### src/ssm_pkg.sv
// ====================
// shared package for the ssm head datapath
// q8.8 constants, lane counts, fx product helper
// packed structs for tile, stage and partial buses, flow-ctrl enum
// ====================
`default_nettype none

package ssm_pkg;

    localparam int DW        = 16;   // data width
    localparam int FRAC_BITS = 8;    // q8.8
    localparam int P_TILE    = 2;    // output lanes
    localparam int N_TILE    = 4;    // state lanes per tile

    typedef logic signed [DW-1:0] fx_t;

    localparam fx_t FX_ONE = fx_t'(1 << FRAC_BITS);  // 1.0 = 256

    typedef fx_t    [P_TILE-1:0] p_vec_t;
    typedef fx_t    [N_TILE-1:0] n_vec_t;
    typedef n_vec_t [P_TILE-1:0] pn_vec_t;  // indexed [p][n]

    typedef struct packed {
        fx_t     dt;
        fx_t     dt_bias;
        fx_t     A;
        fx_t     D;
        p_vec_t  x;
        n_vec_t  B;
        n_vec_t  C;
        pn_vec_t hprev;
    } tile_in_t;

    typedef struct packed {
        logic first;  // first tile of its group
        logic last;   // last tile of its group
    } grp_tag_t;

    typedef struct packed {
        fx_t      dA;
        p_vec_t   dx;
        p_vec_t   xD;
        n_vec_t   B;
        n_vec_t   C;
        pn_vec_t  hprev;
        grp_tag_t tag;
    } disc_t;

    typedef struct packed {
        p_vec_t   y_part;  // sum over n of h_next*C for this tile
        p_vec_t   xD;
        grp_tag_t tag;
    } partial_t;

    typedef enum logic {IDLE, RUN} grp_state_e;

    // full signed product, arithmetic shift by FRAC_BITS, truncate to DW
    function automatic fx_t fx_mul(fx_t a, fx_t b);
        logic signed [2*DW-1:0] prod;
        prod = a * b;
        return fx_t'(prod >>> FRAC_BITS);
    endfunction

endpackage

`default_nettype wire

### src/ssm_flow_ctrl.sv
// ====================
// tile acceptance and group tagging
// output credit counter gates the start of each group
// ====================
`timescale 1ns/1ps
`default_nettype none

module ssm_flow_ctrl #(
    parameter int TILES_PER_GROUP = 4,
    parameter int Y_CREDITS       = 2
) (
    input  wire               clk,
    input  wire               rstn,
    input  wire               tile_valid_i,
    input  wire               credit_i,     // consumer freed one result slot
    output logic              tile_ready_o,
    output logic              accept_o,     // tile transfers this cycle
    output ssm_pkg::grp_tag_t tag_o
);
    import ssm_pkg::*;

    localparam int CNT_W = (TILES_PER_GROUP > 1) ? $clog2(TILES_PER_GROUP) : 1;
    localparam int CRD_W = $clog2(Y_CREDITS + 1);

    grp_state_e       state_q;
    logic [CNT_W-1:0] tile_cnt_q;  // tiles accepted in current group
    logic [CRD_W-1:0] credit_q;    // free result slots downstream
    logic             grp_start;

    // a running group never stalls, only a new one waits for a credit
    assign tile_ready_o = (state_q == RUN) || (credit_q != '0);
    assign accept_o     = tile_valid_i && tile_ready_o;

    assign tag_o.first = (state_q == IDLE);
    assign tag_o.last  = (tile_cnt_q == CNT_W'(TILES_PER_GROUP - 1));
    assign grp_start   = accept_o && tag_o.first;

    // ==================== group position
    always_ff @(posedge clk or negedge rstn) begin
        if (!rstn) begin
            state_q    <= IDLE;
            tile_cnt_q <= '0;
        end else if (accept_o) begin
            if (tag_o.last) begin
                state_q    <= IDLE;  // group done
                tile_cnt_q <= '0;
            end else begin
                state_q    <= RUN;
                tile_cnt_q <= tile_cnt_q + 1'b1;
            end
        end
    end

    // ==================== credits
    always_ff @(posedge clk or negedge rstn) begin
        if (!rstn) begin
            credit_q <= CRD_W'(Y_CREDITS);
        end else if (grp_start && !credit_i) begin
            credit_q <= credit_q - 1'b1;  // slot reserved for this group
        end else if (credit_i && !grp_start) begin
            credit_q <= credit_q + 1'b1;
        end
        // start and return in the same cycle cancel out
    end

endmodule

`default_nettype wire

### config.mk
export PLATFORM = sky130hd
export DESIGN_NAME = ssm_flow_ctrl
export DESIGN_NICKNAME = d
export VERILOG_FILES = /design/src/ssm_pkg.sv /design/src/ssm_flow_ctrl.sv
export SDC_FILE = /design/constraint.sdc
export NUM_CORES = 1
export LEC_CHECK = 0
export BUFFER_PORTS_ARGS = -buffer_cell sky130_fd_sc_hd__buf_4
export CORE_AREA = 5 5 42 44
export CTS_BUF_LIST = sky130_fd_sc_hd__clkbuf_4
export CTS_CLUSTER_DIAMETER = 200
export CTS_CLUSTER_SIZE = 40
export DETAILED_ROUTE_END_ITERATION = 10
export DIE_AREA = 0 0 47 49
export PLACE_DENSITY = 0.42
export SKIP_LAST_GASP = 1
export SYNTH_ARGS = -nofsm -noshare
export SYNTH_HDL_FRONTEND = slang
export SYNTH_SLANG_ARGS = --single-unit
### constraint.sdc
create_clock -name clk -period 1.5 [get_ports clk]
set_clock_uncertainty 0.1 [all_clocks]
set_input_delay 0.375 -clock clk [delete_from_list [all_inputs] [get_ports clk]]
set_output_delay 0.375 -clock clk [all_outputs]
set_load 0.02 [all_outputs]
==> flow_summary_export.csv <==
group,metric,value,unit
status,outcome,"finished, violations left",
status,violations,"negative setup slack",
global_route,grt_max_degree,6,
floorplanning,die_w,47,um
final_layout,seqCellArea,126,sq um
synth,ys_warn_count,0,
synth,synth_top_cell_area_share,37.7,%
place,dpl.hpwl,418,um
final_layout,final_common_cell,"buf_4",
setup_path,crit_chain,"or3_4 > nand2_4 > inv_2 > buf_6",
final_layout,area_growth,63.2,%
clock_network,numCtsBuffers,3,
final_layout,final_core_utilization,30.9,%
clock_network,clock_path_buffers,2,
drt,routed_via_density,3.93,
sta,setup_ws,-0.190,ns
floorplanning,core-area,0.00140,sq mm
final_layout,multi_input_area,134,sq um
setup_path,cp_top_family,"simple AND/OR/NAND/NOR gates",
final_layout,num-nets-final,47,
setup_path,cp-end-kind,"output port",
place,place_congestion,0.656,
drt,routed_wl,551,um
final_layout,drive_gt1_share,62.5,%
sta,worst_slew_pin_slew,0.158,ns
sta,relSlewSlack,89.5,%
power_and_ir_drop,p_leak,0.000218,uW
global_route,grt_pass1_wl,855,um
floorplanning,die_h,49,um
floorplanning,start_util,18.9,%
floorplanning,row_count,14,
synth,yosysUniqueCellTypes,12,
clock_network,htreeDepth,1,
sta,setup_violations,3,
drt,vias,220,
setup_path,worst_setup_path_start_kind,"flip-flop",
power_and_ir_drop,p_per_area,2080,mW/mm^2
setup_path,reg2reg_slack,-0.02,ns
clock_network,clk_pin_slew,0.04,ns
synth,synth_cells,22,
synth,synth_area,265,sq um
synth,yosys_register_bits,5,
global_route,grt_pass1_vias,222,
floorplanning,die-area,0.00230,sq mm
final_layout,nFillCells,156,
synth,syn_nets,28,
sta,fin_crit,1.69,ns
setup_path,cpPeakStageDelay,0.39,ns
synth,avgSynthCellArea,12.1,sq um
setup_path,critPathKind,"flip-flop to output port",
drt,post_drt_wl_per_cell,9.84,um
global_route,grt_usage,5.23,%
clock_network,cts_root_buf,"clkbuf_4",
setup_path,crit_buf_inv,2,
place,io_buffers,7,
clock_network,clock_insertion_delay_worst_skew,0.24,ns
sta,holdWs,0.285,ns
setup_path,crit_fanout,2,
global_route,antenna_found_initial,0,
sta,max_freq,0.592,GHz
worst_hold_path,hold_path.class,"input port to flip-flop",
run,drv_cap,0,
final_layout,diodes,0,
setup_path,worstPathRequired,1.02,ns
synth,synth_largest_area_cell,"dfrtp_1",
sta,rsz0062_at_grt,"yes",
clock_network,cts.sinks,5,
setup_path,cp_slowest_cell,"or3_4",
synth,yosysSeqAreaShare,47.6,%
drt,first_pass_iters,1,
floorplanning,io_pins,8,
drt,route.detailed.drc,0,
sta,hold_viol,0,
synth,synthTopCellsByArea,"dfrtp_1, mux2_4, dfstp_2",
setup_path,arrival,1.22,ns
sta,finalMaxSlewViolations,0,
power_and_ir_drop,peakVddDrop,724,uV
final_layout,final_cell_mix,"buf_4, clkbuf_4, dfrtp_1",
global_route,gr-total-overflow,0,
drt,antenna_left,0,
drt,drt_iter0_drc,0,
sta,fin_crit_sh,113,%
clock_network,cts_tree,"yes",
synth_stat cells:
library cell and instances:
a22oi_1 1, ha_1 2, dfrtp_1 4, nand2_4 1, inv_1 3, dfstp_2 1, xor2_1 1, mux2_4 2
or3_4 1, nor2_1 3, o21ai_0 1, xnor2_1 2
path summary, 6_finish.rpt:
| kind | from | to | depth (start not counted) |
|---|---|---|---|
| max | state_q$_DFFE_PN0N_ | accept_o | 4 |
| max reg2reg | credit_q[1]$_DFFE_PN1P_ | credit_q[1]$_DFFE_PN1P_ | 6 |
| max in group asynchronous | rstn | credit_q[1]$_DFFE_PN1P_ | 2 |
| min | tile_valid_i | state_q$_DFFE_PN0N_ | 2 |
| min reg2reg | tile_cnt_q[1]$_DFFE_PN0N_ | tile_cnt_q[1]$_DFFE_PN0N_ | 1 |
| min in group asynchronous | rstn | tile_cnt_q[1]$_DFFE_PN0N_ | 2 |
flip-flops by register name (all words and copies together) (netlist names):
name / flops
credit_q: 2
state_q: 1
tile_cnt_q: 2
layer usage:
metal | vias to the layer above | routed length [um] | GRT usage, %
met5 | - | 0 | 0
li1 | 109 | - | -
met3 | 0 | 54 | 2.21
met1 | 105 | 237 | 6.21
met2 | 6 | 259 | 7.69
met4 | 0 | 0 | 2.76
repair_timing:
| action | in CTS | in global routing |
|---|---|---|
| resized for setup | 5 | 0 |
| setup endpoints to repair | 4 | 6 |
| pin swaps | 6 | 1 |
| hold buffers | 1 | 0 |
| buffers inserted | 2 | 3 |
| endpoints found under the hold margin | 4 | 0 |
where the power goes:
part	total, uW	internal, uW	switching, uW
sequential	259	215	43.8
combinational	467	275	192
clock	173	119	54.1
total	899	609	290
layout make-up:
cell class                 count  share of cell area, %
inverter                       3                   2.60
multi-input combinational     14                   30.9
timing repair buffer          14                   25.7
clock buffer                   4                   6.94
sequential                     5                   29.2
tap                           16                   4.62
metrics by stage:
step	total power [uW]	std cells	instance area [sq um]	setup slack (ns)	TNS (ns)
finish	899	56	433	-0.190	-0.352
global route	953	56	433	-0.215	-0.471
CTS	879	55	425	-0.203	-0.466
detailed placement	649	48	360	0.00202	0
global placement	633	48	360	0.00866	0
floorplan	508	22	265	0.0205	0
logic make-up (layout without fill, tap and decap cells):
group                    Yosys count  count (layout)  share of synthesized area [%]
flip-flops                         5               5                           47.6
buffers and inverters              3              21                           4.24
multiplexers                       2               2                           11.3
adder cells (fa/ha/maj)            2               2                           9.43
AO/OA/AOI/OAI                      2               2                           4.72
XOR/XNOR                           3               3                           9.91
AND/OR/NAND/NOR                    5               5                           12.7
No activity file was read; power rests on OpenSTA's default activity.
