==> config.mk <==
export PLATFORM = sky130hd
export DESIGN_NAME = ssm_group_accum
export DESIGN_NICKNAME = d
export VERILOG_FILES = /design/src/ssm_pkg.sv /design/src/ssm_group_accum.sv
export SDC_FILE = /design/constraint.sdc
export NUM_CORES = 1
export LEC_CHECK = 0
export BUFFER_PORTS_ARGS = -buffer_cell sky130_fd_sc_hd__buf_2
export CAP_MARGIN = 20
export CORE_UTILIZATION = 56
export CTS_CLUSTER_DIAMETER = 50
export DETAILED_ROUTE_END_ITERATION = 8
export PLACE_DENSITY = 0.81
export SYNTH_ARGS = -nofsm -noshare
export SYNTH_HDL_FRONTEND = slang
export SYNTH_SLANG_ARGS = --single-unit
==> constraint.sdc <==
create_clock -name clk -period 6.9 [get_ports clk]
set_input_delay 1.38 -clock clk [delete_from_list [all_inputs] [get_ports clk]]
set_output_delay 1.38 -clock clk [all_outputs]
set_load 0.02 [all_outputs]
==> src/ssm_pkg.sv <==
// ====================
// shared package for the ssm head datapath
// q8.8 constants, lane counts, fx product helper
// packed structs for tile, stage and partial buses, flow-ctrl enum
// ====================
`default_nettype none

package ssm_pkg;

    localparam int DW        = 16;   // data width
    localparam int FRAC_BITS = 8;    // q8.8
    localparam int P_TILE    = 2;    // output lanes
    localparam int N_TILE    = 4;    // state lanes per tile

    typedef logic signed [DW-1:0] fx_t;

    localparam fx_t FX_ONE = fx_t'(1 << FRAC_BITS);  // 1.0 = 256

    typedef fx_t    [P_TILE-1:0] p_vec_t;
    typedef fx_t    [N_TILE-1:0] n_vec_t;
    typedef n_vec_t [P_TILE-1:0] pn_vec_t;  // indexed [p][n]

    typedef struct packed {
        fx_t     dt;
        fx_t     dt_bias;
        fx_t     A;
        fx_t     D;
        p_vec_t  x;
        n_vec_t  B;
        n_vec_t  C;
        pn_vec_t hprev;
    } tile_in_t;

    typedef struct packed {
        logic first;  // first tile of its group
        logic last;   // last tile of its group
    } grp_tag_t;

    typedef struct packed {
        fx_t      dA;
        p_vec_t   dx;
        p_vec_t   xD;
        n_vec_t   B;
        n_vec_t   C;
        pn_vec_t  hprev;
        grp_tag_t tag;
    } disc_t;

    typedef struct packed {
        p_vec_t   y_part;  // sum over n of h_next*C for this tile
        p_vec_t   xD;
        grp_tag_t tag;
    } partial_t;

    typedef enum logic {IDLE, RUN} grp_state_e;

    // full signed product, arithmetic shift by FRAC_BITS, truncate to DW
    function automatic fx_t fx_mul(fx_t a, fx_t b);
        logic signed [2*DW-1:0] prod;
        prod = a * b;
        return fx_t'(prod >>> FRAC_BITS);
    endfunction

endpackage

`default_nettype wire

==> src/ssm_group_accum.sv <==
// ====================
// running sum of tile partials over a group
// adds xD of the last tile and registers y
// ====================
`timescale 1ns/1ps
`default_nettype none

module ssm_group_accum (
    input  wire                  clk,
    input  wire                  rstn,
    input  wire                  valid_i,
    input  wire ssm_pkg::partial_t part_i,
    output ssm_pkg::p_vec_t      y_o,
    output logic                 y_valid_o
);
    import ssm_pkg::*;

    p_vec_t run_sum_q;  // sum of earlier tiles in this group
    p_vec_t sum_d;      // running sum including the incoming tile
    p_vec_t y_d;

    always_comb begin
        for (int p = 0; p < P_TILE; p++) begin
            // first tile drops whatever the previous group left behind
            sum_d[p] = (part_i.tag.first ? fx_t'(0) : run_sum_q[p]) + part_i.y_part[p];
            y_d[p]   = sum_d[p] + part_i.xD[p];  // skip term, last tile only
        end
    end

    // ==================== result pulse
    always_ff @(posedge clk or negedge rstn) begin
        if (!rstn) begin
            y_valid_o <= 1'b0;
        end else begin
            y_valid_o <= valid_i && part_i.tag.last;  // one cycle per group
        end
    end

    // ==================== data regs
    always_ff @(posedge clk) begin
        if (valid_i) begin
            run_sum_q <= sum_d;
            if (part_i.tag.last) begin
                y_o <= y_d;  // held until the next group ends
            end
        end
    end

endmodule

`default_nettype wire

==> flow_metrics.env <==
export IMPL_coreArea_um2=8300
export IMPL_crit_slowest_cell="fa_1"
export IMPL_max_freq_mhz=198
export IMPL_drt_antenna_violating_nets=0
export IMPL_slew_viol_final=0
export IMPL_post_cts_buffers=0
export IMPL_ios=102
export IMPL_drive_above_1_share_pct=22.8
export IMPL_vias_per_cell=5.64
export IMPL_setup_viol=0
export IMPL_wire_per_inst_um=15.1
export IMPL_setup_tns_ns=0
export IMPL_critPathMaxStageDelay_ns=0.43
export IMPL_min_delay_start="run_sum_q[16]"
export IMPL_fill_cells=623
export IMPL_yosys_area_share_simple_pct=12.3
export IMPL_ir_worst_vdd_v=0.000200
export IMPL_p_leak_nw=2.52
export IMPL_drc=0
export IMPL_insertion_delay_ns=0.34
export IMPL_synth_compound_area_share_pct=17.2
export IMPL_holdBufCountCts=0
export IMPL_start_util_pct=58.6
export IMPL_period_share_pct=73.3
export IMPL_cts_htree_levels=3
export IMPL_critPathCaptureType="flip-flop"
export IMPL_postSynthAreaPerCell_um2=10.7
export IMPL_power_density_nw_per_um2=302
export IMPL_ys_ff_latch=65
export IMPL_yosys_area_share_xor_xnor_pct=10.1
export IMPL_async_flop_share_pct=1.54
export IMPL_finalCriticalPeriod_ns=5.06
export IMPL_cts_sinks=65
export IMPL_cts_buffers=9
export IMPL_grt_pass1_wl_um=16500
export IMPL_track_usage_pct=23.7
export IMPL_crit_fanout=32
export IMPL_rsz0062_at_grt="no"
export IMPL_antenna_found_initial=0
export IMPL_critical_path_cell_chain="buf_2 > nor2b_1 > ha_1 > inv_1 > fa_1 > nor2b_1 > o21ai_1 > a21boi_0 > o21ai_0 > nand2_1 > xor2_1 > ha_1 > or3_1 > a311oi_1 > o21a_1 > nor2_1 > o41ai_1 > xnor2_1"
export IMPL_max_slew_margin_pct=43.5
export IMPL_clk_pin_slew_worst_paths_ns=0.07
export IMPL_synth_edf_count=64
export IMPL_synth_top_family_by_area="adder cells"
export IMPL_outcome="finished clean"
export IMPL_ys_top_cells_by_area="edfxtp_1, ha_1, xnor2_1, nor2b_1, a21oi_1"
export IMPL_crit_start="part_i[1]"
export IMPL_dp_hpwl_um=7810
export IMPL_syn2layout_area_growth_pct=17.1
export IMPL_yosys_warnings=0
export IMPL_synth_adder_area_share_pct=17.9
export IMPL_worst_r2r_cell_count=17
export IMPL_hold_path_class="reg -> reg"
export IMPL_synth_seq_area_share_pct=40.0
export IMPL_syn_nets=590
export IMPL_fin_util_pct=68.6
export IMPL_synth_top_area_cell="edfxtp_1"
export IMPL_ys_flop_type="edfxtp_1"
export IMPL_fin_ws_ns=1.84
export IMPL_synthTopCellsByCount="edfxtp_1, ha_1, a21oi_1"
export IMPL_fin_hold_ws_ns=0.738
export IMPL_worstSetupPathType="in -> reg"
export IMPL_num_vias=3788
export IMPL_grt_max_degree=34
export IMPL_cts_tree="done"
export IMPL_crit_arrival_ns=5.14
export IMPL_syn_instance_count=454
export IMPL_antenna_cells=0
export IMPL_dp_slack_ns=1.48
export IMPL_ys_types=49
export IMPL_nets=698
export IMPL_syn_area_um2=4860
export IMPL_drtIter0Drc=125
export IMPL_worst_setup_path_start_kind="input port"
export IMPL_finalHoldViolCount=0
export IMPL_die_w_um=95.2
export IMPL_wl_um=10200
export IMPL_drt_pre_antenna_iters=4
export IMPL_root_buffer="clkbuf_8"
export IMPL_fp_dieH_um=95.2
export IMPL_clock_path_buffers=2
export IMPL_worst_pin_slew_ns=0.847
export IMPL_critPathRequiredTime_ns=6.99
export IMPL_post_cts_resized=0
export IMPL_rows=33
export IMPL_grt_pass1_vias=3747
export IMPL_die_area_um2=9060
export IMPL_synth_mux_area_fraction_pct=0.206
export IMPL_min_path_cells=2
export IMPL_port_buffers=101
export IMPL_clock_skew_ns=0.00577
export IMPL_r2r_start="run_sum_q[16]"
export IMPL_synth_top_cell_area_share_pct=39.5
export IMPL_synth_most_common_cell="edfxtp_1"
export IMPL_grt_ovfl_total=0
export IMPL_drv_cap=0
export IMPL_gp_congestion=0.899
stage by stage:
| step | cell area (µm²) | instances | power, mW |
|---|---|---|---|
| floorplan | 4860 | 454 | 1.19 |
| global route | 5700 | 672 | 1.83 |
| detailed placement | 5490 | 656 | 1.37 |
| global placement | 5490 | 656 | 1.34 |
| finish | 5700 | 672 | 1.72 |
| CTS | 5700 | 672 | 1.72 |
registers in the layout (all words and copies together) (netlist names):
register / cells
run_sum_q: 32
y_o: 32
y_valid_o: 1
report_power, final:
part / internal, mW / switching (mW) / leakage (nW)
combinational: 0.345 / 0.454 / 1.79
clock: 0.196 / 0.143 / 0.107
sequential: 0.565 / 0.0174 / 0.626
routing by layer:
| metal | vias to the layer above | GRT usage [%] | share of wire, % |
|---|---|---|---|
| met5 | - | 0 | 0 |
| met4 | 0 | 9.72 | 1.5 |
| met3 | 14 | 4.15 | 5.0 |
| met2 | 113 | 40.6 | 48 |
| met1 | 1772 | 29.4 | 45 |
| li1 | 1889 | - | - |
cells in the final DEF, fill, tap and decap left out, types with 2 or more instances in the layout:
master       n
o31ai_1      3
fa_1         4
a21o_1      16
o21bai_1     6
a21oi_1     43
edfxtp_1    64
o21ai_2      2
a211oi_2     2
or3_1        2
o21a_1       4
clkbuf_1     2
nand2b_1     7
a311oi_1     3
buf_2      101
o21ai_1      3
and3_1       4
nor3_1       7
nand3_1      3
ha_1        63
xor2_1      14
a31oi_1      3
a21boi_0     2
and2_1       2
clkbuf_8    12
inv_1       24
o41ai_1      2
o21ai_0     17
a2111oi_4    2
xnor2_1     42
nand4_1      4
a211oi_1     5
nor2b_1     37
nor2_1      26
nand2_1     16
kinds of logic (layout without fill, tap and decap cells):
family	after synthesis	count (layout)
xor+xnor	56	56
flops	65	65
buf+inv	29	142
fa+ha+maj	67	67
compound gates	124	124
mux	1	1
simple gates	112	112
cell type report:
class                   instances  area (µm²)  area share [%]
repair buffers                102         513            9.01
flip-flops and latches         65        1950            34.2
multi-input cells             360        2810            49.3
clock inverters                 2        35.0           0.615
clock buffers                  14         173            3.03
well taps                     105         131            2.31
inverters                      24        90.1            1.58
critical path, delay by kind of cell:
kind            cells  cell delay, ns
fa+ha+maj           3            0.85
compound gates      6            1.38
buf+inv             2            0.36
simple gates        5            0.96
xor+xnor            2            0.19
worst paths after layout:
path | endpoint | slack, ns
max in group asynchronous | y_valid_o | 6.02
hold reg to reg | run_sum_q[16] | 0.74
setup / recovery | y_o[29] | 1.84
hold / removal | run_sum_q[16] | 0.74
min in group asynchronous | y_valid_o | 0.80
setup reg to reg | y_o[29] | 2.92
(Power assumes the default switching activity.)
