[config.mk]
export PLATFORM = sky130hd
export DESIGN_NAME = ssm_discretize
export DESIGN_NICKNAME = d
export VERILOG_FILES = /design/src/ssm_pkg.sv /design/src/ssm_discretize.sv
export SDC_FILE = /design/constraint.sdc
export NUM_CORES = 2
export LEC_CHECK = 0
export ABC_AREA = 1
export BUFFER_PORTS_ARGS = -buffer_cell sky130_fd_sc_hd__buf_2
export CAP_MARGIN = 5
export CORE_ASPECT_RATIO = 1.4
export CORE_UTILIZATION = 55
export DETAILED_ROUTE_END_ITERATION = 10
export PLACE_DENSITY_LB_ADDON = 0.15
export SKIP_LAST_GASP = 1
export SYNTH_ARGS = -nofsm -noshare
export SYNTH_HDL_FRONTEND = slang
export SYNTH_SLANG_ARGS = --single-unit
[constraint.sdc]
create_clock -name clk -period 8.2 [get_ports clk]
set_clock_uncertainty 0.15 [all_clocks]
set_input_delay 0.82 -clock clk [delete_from_list [all_inputs] [get_ports clk]]
set_output_delay 0.82 -clock clk [all_outputs]
set_load 0.02 [all_outputs]
[src/ssm_pkg.sv]
// ====================
// shared package for the ssm head datapath
// q8.8 constants, lane counts, fx product helper
// packed structs for tile, stage and partial buses, flow-ctrl enum
// ====================
`default_nettype none

package ssm_pkg;

    localparam int DW        = 16;   // data width
    localparam int FRAC_BITS = 8;    // q8.8
    localparam int P_TILE    = 2;    // output lanes
    localparam int N_TILE    = 4;    // state lanes per tile

    typedef logic signed [DW-1:0] fx_t;

    localparam fx_t FX_ONE = fx_t'(1 << FRAC_BITS);  // 1.0 = 256

    typedef fx_t    [P_TILE-1:0] p_vec_t;
    typedef fx_t    [N_TILE-1:0] n_vec_t;
    typedef n_vec_t [P_TILE-1:0] pn_vec_t;  // indexed [p][n]

    typedef struct packed {
        fx_t     dt;
        fx_t     dt_bias;
        fx_t     A;
        fx_t     D;
        p_vec_t  x;
        n_vec_t  B;
        n_vec_t  C;
        pn_vec_t hprev;
    } tile_in_t;

    typedef struct packed {
        logic first;  // first tile of its group
        logic last;   // last tile of its group
    } grp_tag_t;

    typedef struct packed {
        fx_t      dA;
        p_vec_t   dx;
        p_vec_t   xD;
        n_vec_t   B;
        n_vec_t   C;
        pn_vec_t  hprev;
        grp_tag_t tag;
    } disc_t;

    typedef struct packed {
        p_vec_t   y_part;  // sum over n of h_next*C for this tile
        p_vec_t   xD;
        grp_tag_t tag;
    } partial_t;

    typedef enum logic {IDLE, RUN} grp_state_e;

    // full signed product, arithmetic shift by FRAC_BITS, truncate to DW
    function automatic fx_t fx_mul(fx_t a, fx_t b);
        logic signed [2*DW-1:0] prod;
        prod = a * b;
        return fx_t'(prod >>> FRAC_BITS);
    endfunction

endpackage

`default_nettype wire

[src/ssm_discretize.sv]
// ====================
// step-size discretization, two register stages
// s1: delta = max(dt + dt_bias, 0)
// s2: dA = 1 + delta*A, dx = delta*x, xD = x*D
// ====================
`timescale 1ns/1ps
`default_nettype none

module ssm_discretize (
    input  wire               clk,
    input  wire               rstn,
    input  wire               valid_i,
    input  wire ssm_pkg::tile_in_t tile_i,
    input  wire ssm_pkg::grp_tag_t tag_i,
    output logic              valid_o,
    output ssm_pkg::disc_t    disc_o
);
    import ssm_pkg::*;

    fx_t      dt_sum;     // wraps at DW
    fx_t      delta_d;

    // stage 1 regs
    logic     s1_valid_q;
    fx_t      s1_delta_q;
    fx_t      s1_a_q;
    fx_t      s1_d_q;
    p_vec_t   s1_x_q;
    n_vec_t   s1_b_q;
    n_vec_t   s1_c_q;
    pn_vec_t  s1_hprev_q;
    grp_tag_t s1_tag_q;

    assign dt_sum  = tile_i.dt + tile_i.dt_bias;
    assign delta_d = dt_sum[DW-1] ? '0 : dt_sum;  // zero clamp stands in for softplus

    always_ff @(posedge clk or negedge rstn) begin
        if (!rstn) begin
            s1_valid_q <= 1'b0;
            valid_o    <= 1'b0;
        end else begin
            s1_valid_q <= valid_i;
            valid_o    <= s1_valid_q;
        end
    end

    // ==================== stage 1
    always_ff @(posedge clk) begin
        if (valid_i) begin
            s1_delta_q <= delta_d;
            s1_a_q     <= tile_i.A;
            s1_d_q     <= tile_i.D;
            s1_x_q     <= tile_i.x;
            s1_b_q     <= tile_i.B;
            s1_c_q     <= tile_i.C;
            s1_hprev_q <= tile_i.hprev;
            s1_tag_q   <= tag_i;
        end
    end

    // ==================== stage 2
    always_ff @(posedge clk) begin
        if (s1_valid_q) begin
            disc_o.dA <= FX_ONE + fx_mul(s1_delta_q, s1_a_q);  // first-order exp
            for (int p = 0; p < P_TILE; p++) begin
                disc_o.dx[p] <= fx_mul(s1_delta_q, s1_x_q[p]);
                disc_o.xD[p] <= fx_mul(s1_x_q[p], s1_d_q);     // skip term
            end
            disc_o.B     <= s1_b_q;   // pass through in step
            disc_o.C     <= s1_c_q;
            disc_o.hprev <= s1_hprev_q;
            disc_o.tag   <= s1_tag_q;
        end
    end

endmodule

`default_nettype wire

==> implementation parameters <==
Parameter                              Value

Global route
  First-pass GRT wire length    244000 µm
  All-layer global routing usage    29.7%
  Maximum number of pins on one net before global-route repair    161
  Global route overflow    0
  Via count of the first global-routing pass    44800
  Number of antenna violations at the first check in global routing    15

Worst setup path
  Critical setup path kind    reg2reg
  Endpoint arrival time on the critical path    7.07 ns
  Highest cell delay on the worst timing path    0.97 ns
  Endpoint kind of the worst setup timing path    register
  Crit path required time    8.48 ns
  Dominant delay contributor by cell family on the critical path    adder cells
  Total buffers and inverters traversed by the critical path    4
  Max Fanout on Critical Path    27
  Critical-path cell with the highest stage delay    sky130_fd_sc_hd__edfxtp_1
  List of cells traversed by the critical path    buf_4, nand2_1, fa_1, fa_1, fa_1, fa_1, fa_1, fa_1, inv_1, ha_1, nand2_1, nor2_2, inv_1, nor3_1, nand2_1, nand2_1, nand2_1, nand2_1, ha_1, inv_1, nor2_2, nand2_2, xnor2_2
  Category of the worst setup path launch point    register

Layout
  Non-Filler Instances    8038
  Area delta synth->final    12.5%
  Share of post-route cells with drive strength above 1    14.2%
  Leading cell types in the layout, fill and taps excluded    sky130_fd_sc_hd__inv_1, sky130_fd_sc_hd__nand2_1, sky130_fd_sc_hd__fa_1
  Most frequent standard cell in the layout excluding fill and tap cells    sky130_fd_sc_hd__inv_1
  Final std cell area, no fill    0.0664 mm²
  # nets final    8148

Status
  Outcome    finished, final reports clean

Die
  Die area    0.109 mm²
  I/O pin count    696
  Die Ht    390 µm
  X dimension of the die    279 µm
  Core Area    0.106 mm²
  Initial cell density of the core    55.7%
  Number of placement rows    141

STA
  Count of endpoints failing hold in the final timing report    0
  Pins Over Slew Limit    0
  Setup-violating endpoint count in the final report    0
  Achievable Freq    147 MHz
  Setup repair after global routing missed its margin    false
  Min Tclk post-route    6.79 ns
  Final setup TNS    0 ns
  Worst Tran Pin Value    1.18 ns
  Share of the cycle needed by the critical path after routing    82.8%
  Slew HR    21.4%

Synthesis
  Synthesis warning total    0
  Library cell occupying the most area in the post-synthesis netlist    sky130_fd_sc_hd__edfxtp_1
  Fraction of registers with async set/reset    0.295%
  Mean Syn Cell Area    9.97 µm²
  Number of flops mapped to enable cells by yosys    675
  Count of distinct cell types in the synthesized netlist    53
  Largest cells by area after synthesis    sky130_fd_sc_hd__edfxtp_1, sky130_fd_sc_hd__fa_1, sky130_fd_sc_hd__inv_1
  Proportion of synthesized chip area in sequential cells    34.4%
  Dominant synthesized flop cell    sky130_fd_sc_hd__edfxtp_1
  Gate count after technology mapping    5920
  Post-synthesis instance area    0.0590 mm²
  Proportion of netlist area held by the largest area contributor    34.3%
  FF+latch count, synth    677
  Number of nets in the synthesized netlist    7526

CTS
  CTS root buffer    sky130_fd_sc_hd__clkbuf_16
  Depth of the CTS H-tree    3
  Post-CTS clock slew at the launch and capture registers of the worst setup and hold paths    0.07 ns
  Max Buffers Root-to-Sink    3
  Number of clock sinks seen by CTS    677
  Number of buffers created by CTS    69
  Clock latency reported for the late side of the worst-skew pair    0.68 ns
  Gates resized, CTS repair    0
  Clock tree from TritonCTS    built

Routing
  Residual DRC    0
  Detailed router's first-iteration violation count    2258
  Routed WL    156000 µm
  Wirelength per Cell    19.4 µm
  Total number of vias    41100
  Number of detailed-routing iterations run before antenna repair    6
  Routed Antenna Nets    0
  Average vias per placed instance    5.11

Placed design
  Placer congestion estimate    0.920
  Half-perimeter wire length after detailed placement    123000 µm
  Placed Area    0.0641 mm²
  Number of cells after detailed placement    7900
  Count of buffers inserted at the top-level ports    695

Worst hold path
  Type of the worst min-delay path    in2reg

Flow run
  Max-capacitance violation count    0
-- cell type report --
class / instances / area (µm²)
fill: 8805 / 39600
multi-input combinational: 3380 / 31700
sequential: 677 / 20300
inverter: 1643 / 6170
timing repair buffer: 771 / 4110
tap: 1430 / 1790
clock buffer: 85 / 1790
clock inverter: 39 / 507
antenna: 13 / 32.5
-- cells in the mapped netlist (14+ instances only) --
| library cell | count |
|---|---|
| sky130_fd_sc_hd__nor2_1 | 110 |
| sky130_fd_sc_hd__clkbuf_1 | 148 |
| sky130_fd_sc_hd__inv_1 | 1642 |
| sky130_fd_sc_hd__nand2_2 | 22 |
| sky130_fd_sc_hd__nor3_1 | 17 |
| sky130_fd_sc_hd__nand4_1 | 17 |
| sky130_fd_sc_hd__nand3_1 | 99 |
| sky130_fd_sc_hd__edfxtp_1 | 675 |
| sky130_fd_sc_hd__ha_1 | 393 |
| sky130_fd_sc_hd__a21oi_1 | 130 |
| sky130_fd_sc_hd__nand2_1 | 1441 |
| sky130_fd_sc_hd__xor2_1 | 82 |
| sky130_fd_sc_hd__xnor2_1 | 57 |
| sky130_fd_sc_hd__buf_2 | 17 |
| sky130_fd_sc_hd__a21o_1 | 14 |
| sky130_fd_sc_hd__o21ai_0 | 41 |
| sky130_fd_sc_hd__fa_1 | 856 |
| sky130_fd_sc_hd__buf_1 | 49 |
-- timing repair --
action                                  in CTS  in global routing
hold buffers                                 1                  0
endpoints found under the hold margin        2                  0
endpoints found under the setup margin       0                  0
buffers inserted                             0                  0
-- worst paths after layout --
kind / slack (ns) / end / cells past startpoint / startpoint
setup / recovery: 1.41 / disc_o[334] / 23 / s1_delta_q[6]
hold / removal: 0.16 / s1_c_q[39] / 1 / tile_i[167]
setup reg to reg: 1.41 / disc_o[334] / 23 / s1_delta_q[6]
hold reg to reg: 0.25 / disc_o[234] / 0 / s1_b_q[40]
max in group asynchronous: 7.40 / s1_valid_q / 2 / rstn
min in group asynchronous: 0.38 / s1_valid_q / 2 / rstn
-- cell families after synthesis --
logic type / after synthesis / share of synthesized area (%)
adders and majority gates: 1249 / 37.4
buffers and inverters: 1863 / 11.9
AOI/OAI and AO/OA: 231 / 2.26
xor gates and xnor gates: 141 / 2.12
and+or+nand+nor: 1759 / 11.9
DFF: 677 / 34.4
-- per-stage QoR --
stage	utilization (%)	setup slack [ns]	hold slack [ns]
5_1_grt	62.6	1.00	0.136
6_report	62.6	1.41	0.161
3_5_place_dp	60.4	1.48	0.255
3_3_place_gp	60.4	1.53	0.250
4_1_cts	62.6	1.48	0.112
2_1_floorplan	-	0.0226	0.250
-- flip-flops by register name, indices dropped and copies added, names as in the netlist --
register	flops
s1_valid_q	1
s1_c_q	64
s1_x_q	32
s1_tag_q	2
s1_b_q	64
s1_delta_q	15
s1_a_q	16
valid_o	1
s1_d_q	16
s1_hprev_q	128
disc_o	338
-- per-layer routing --
metal	track usage, %	vias up	part of all wire (%)
met3	6.69	432	7.5
met5	0	-	0.013
li1	-	18800	-
met1	31.1	20400	33
met4	15.6	4	5.7
met2	55.0	1513	54
Power is left out: the tool's default activity adds up to more than one toggle a clock period on the data nets, which glitch-free logic cannot reach.
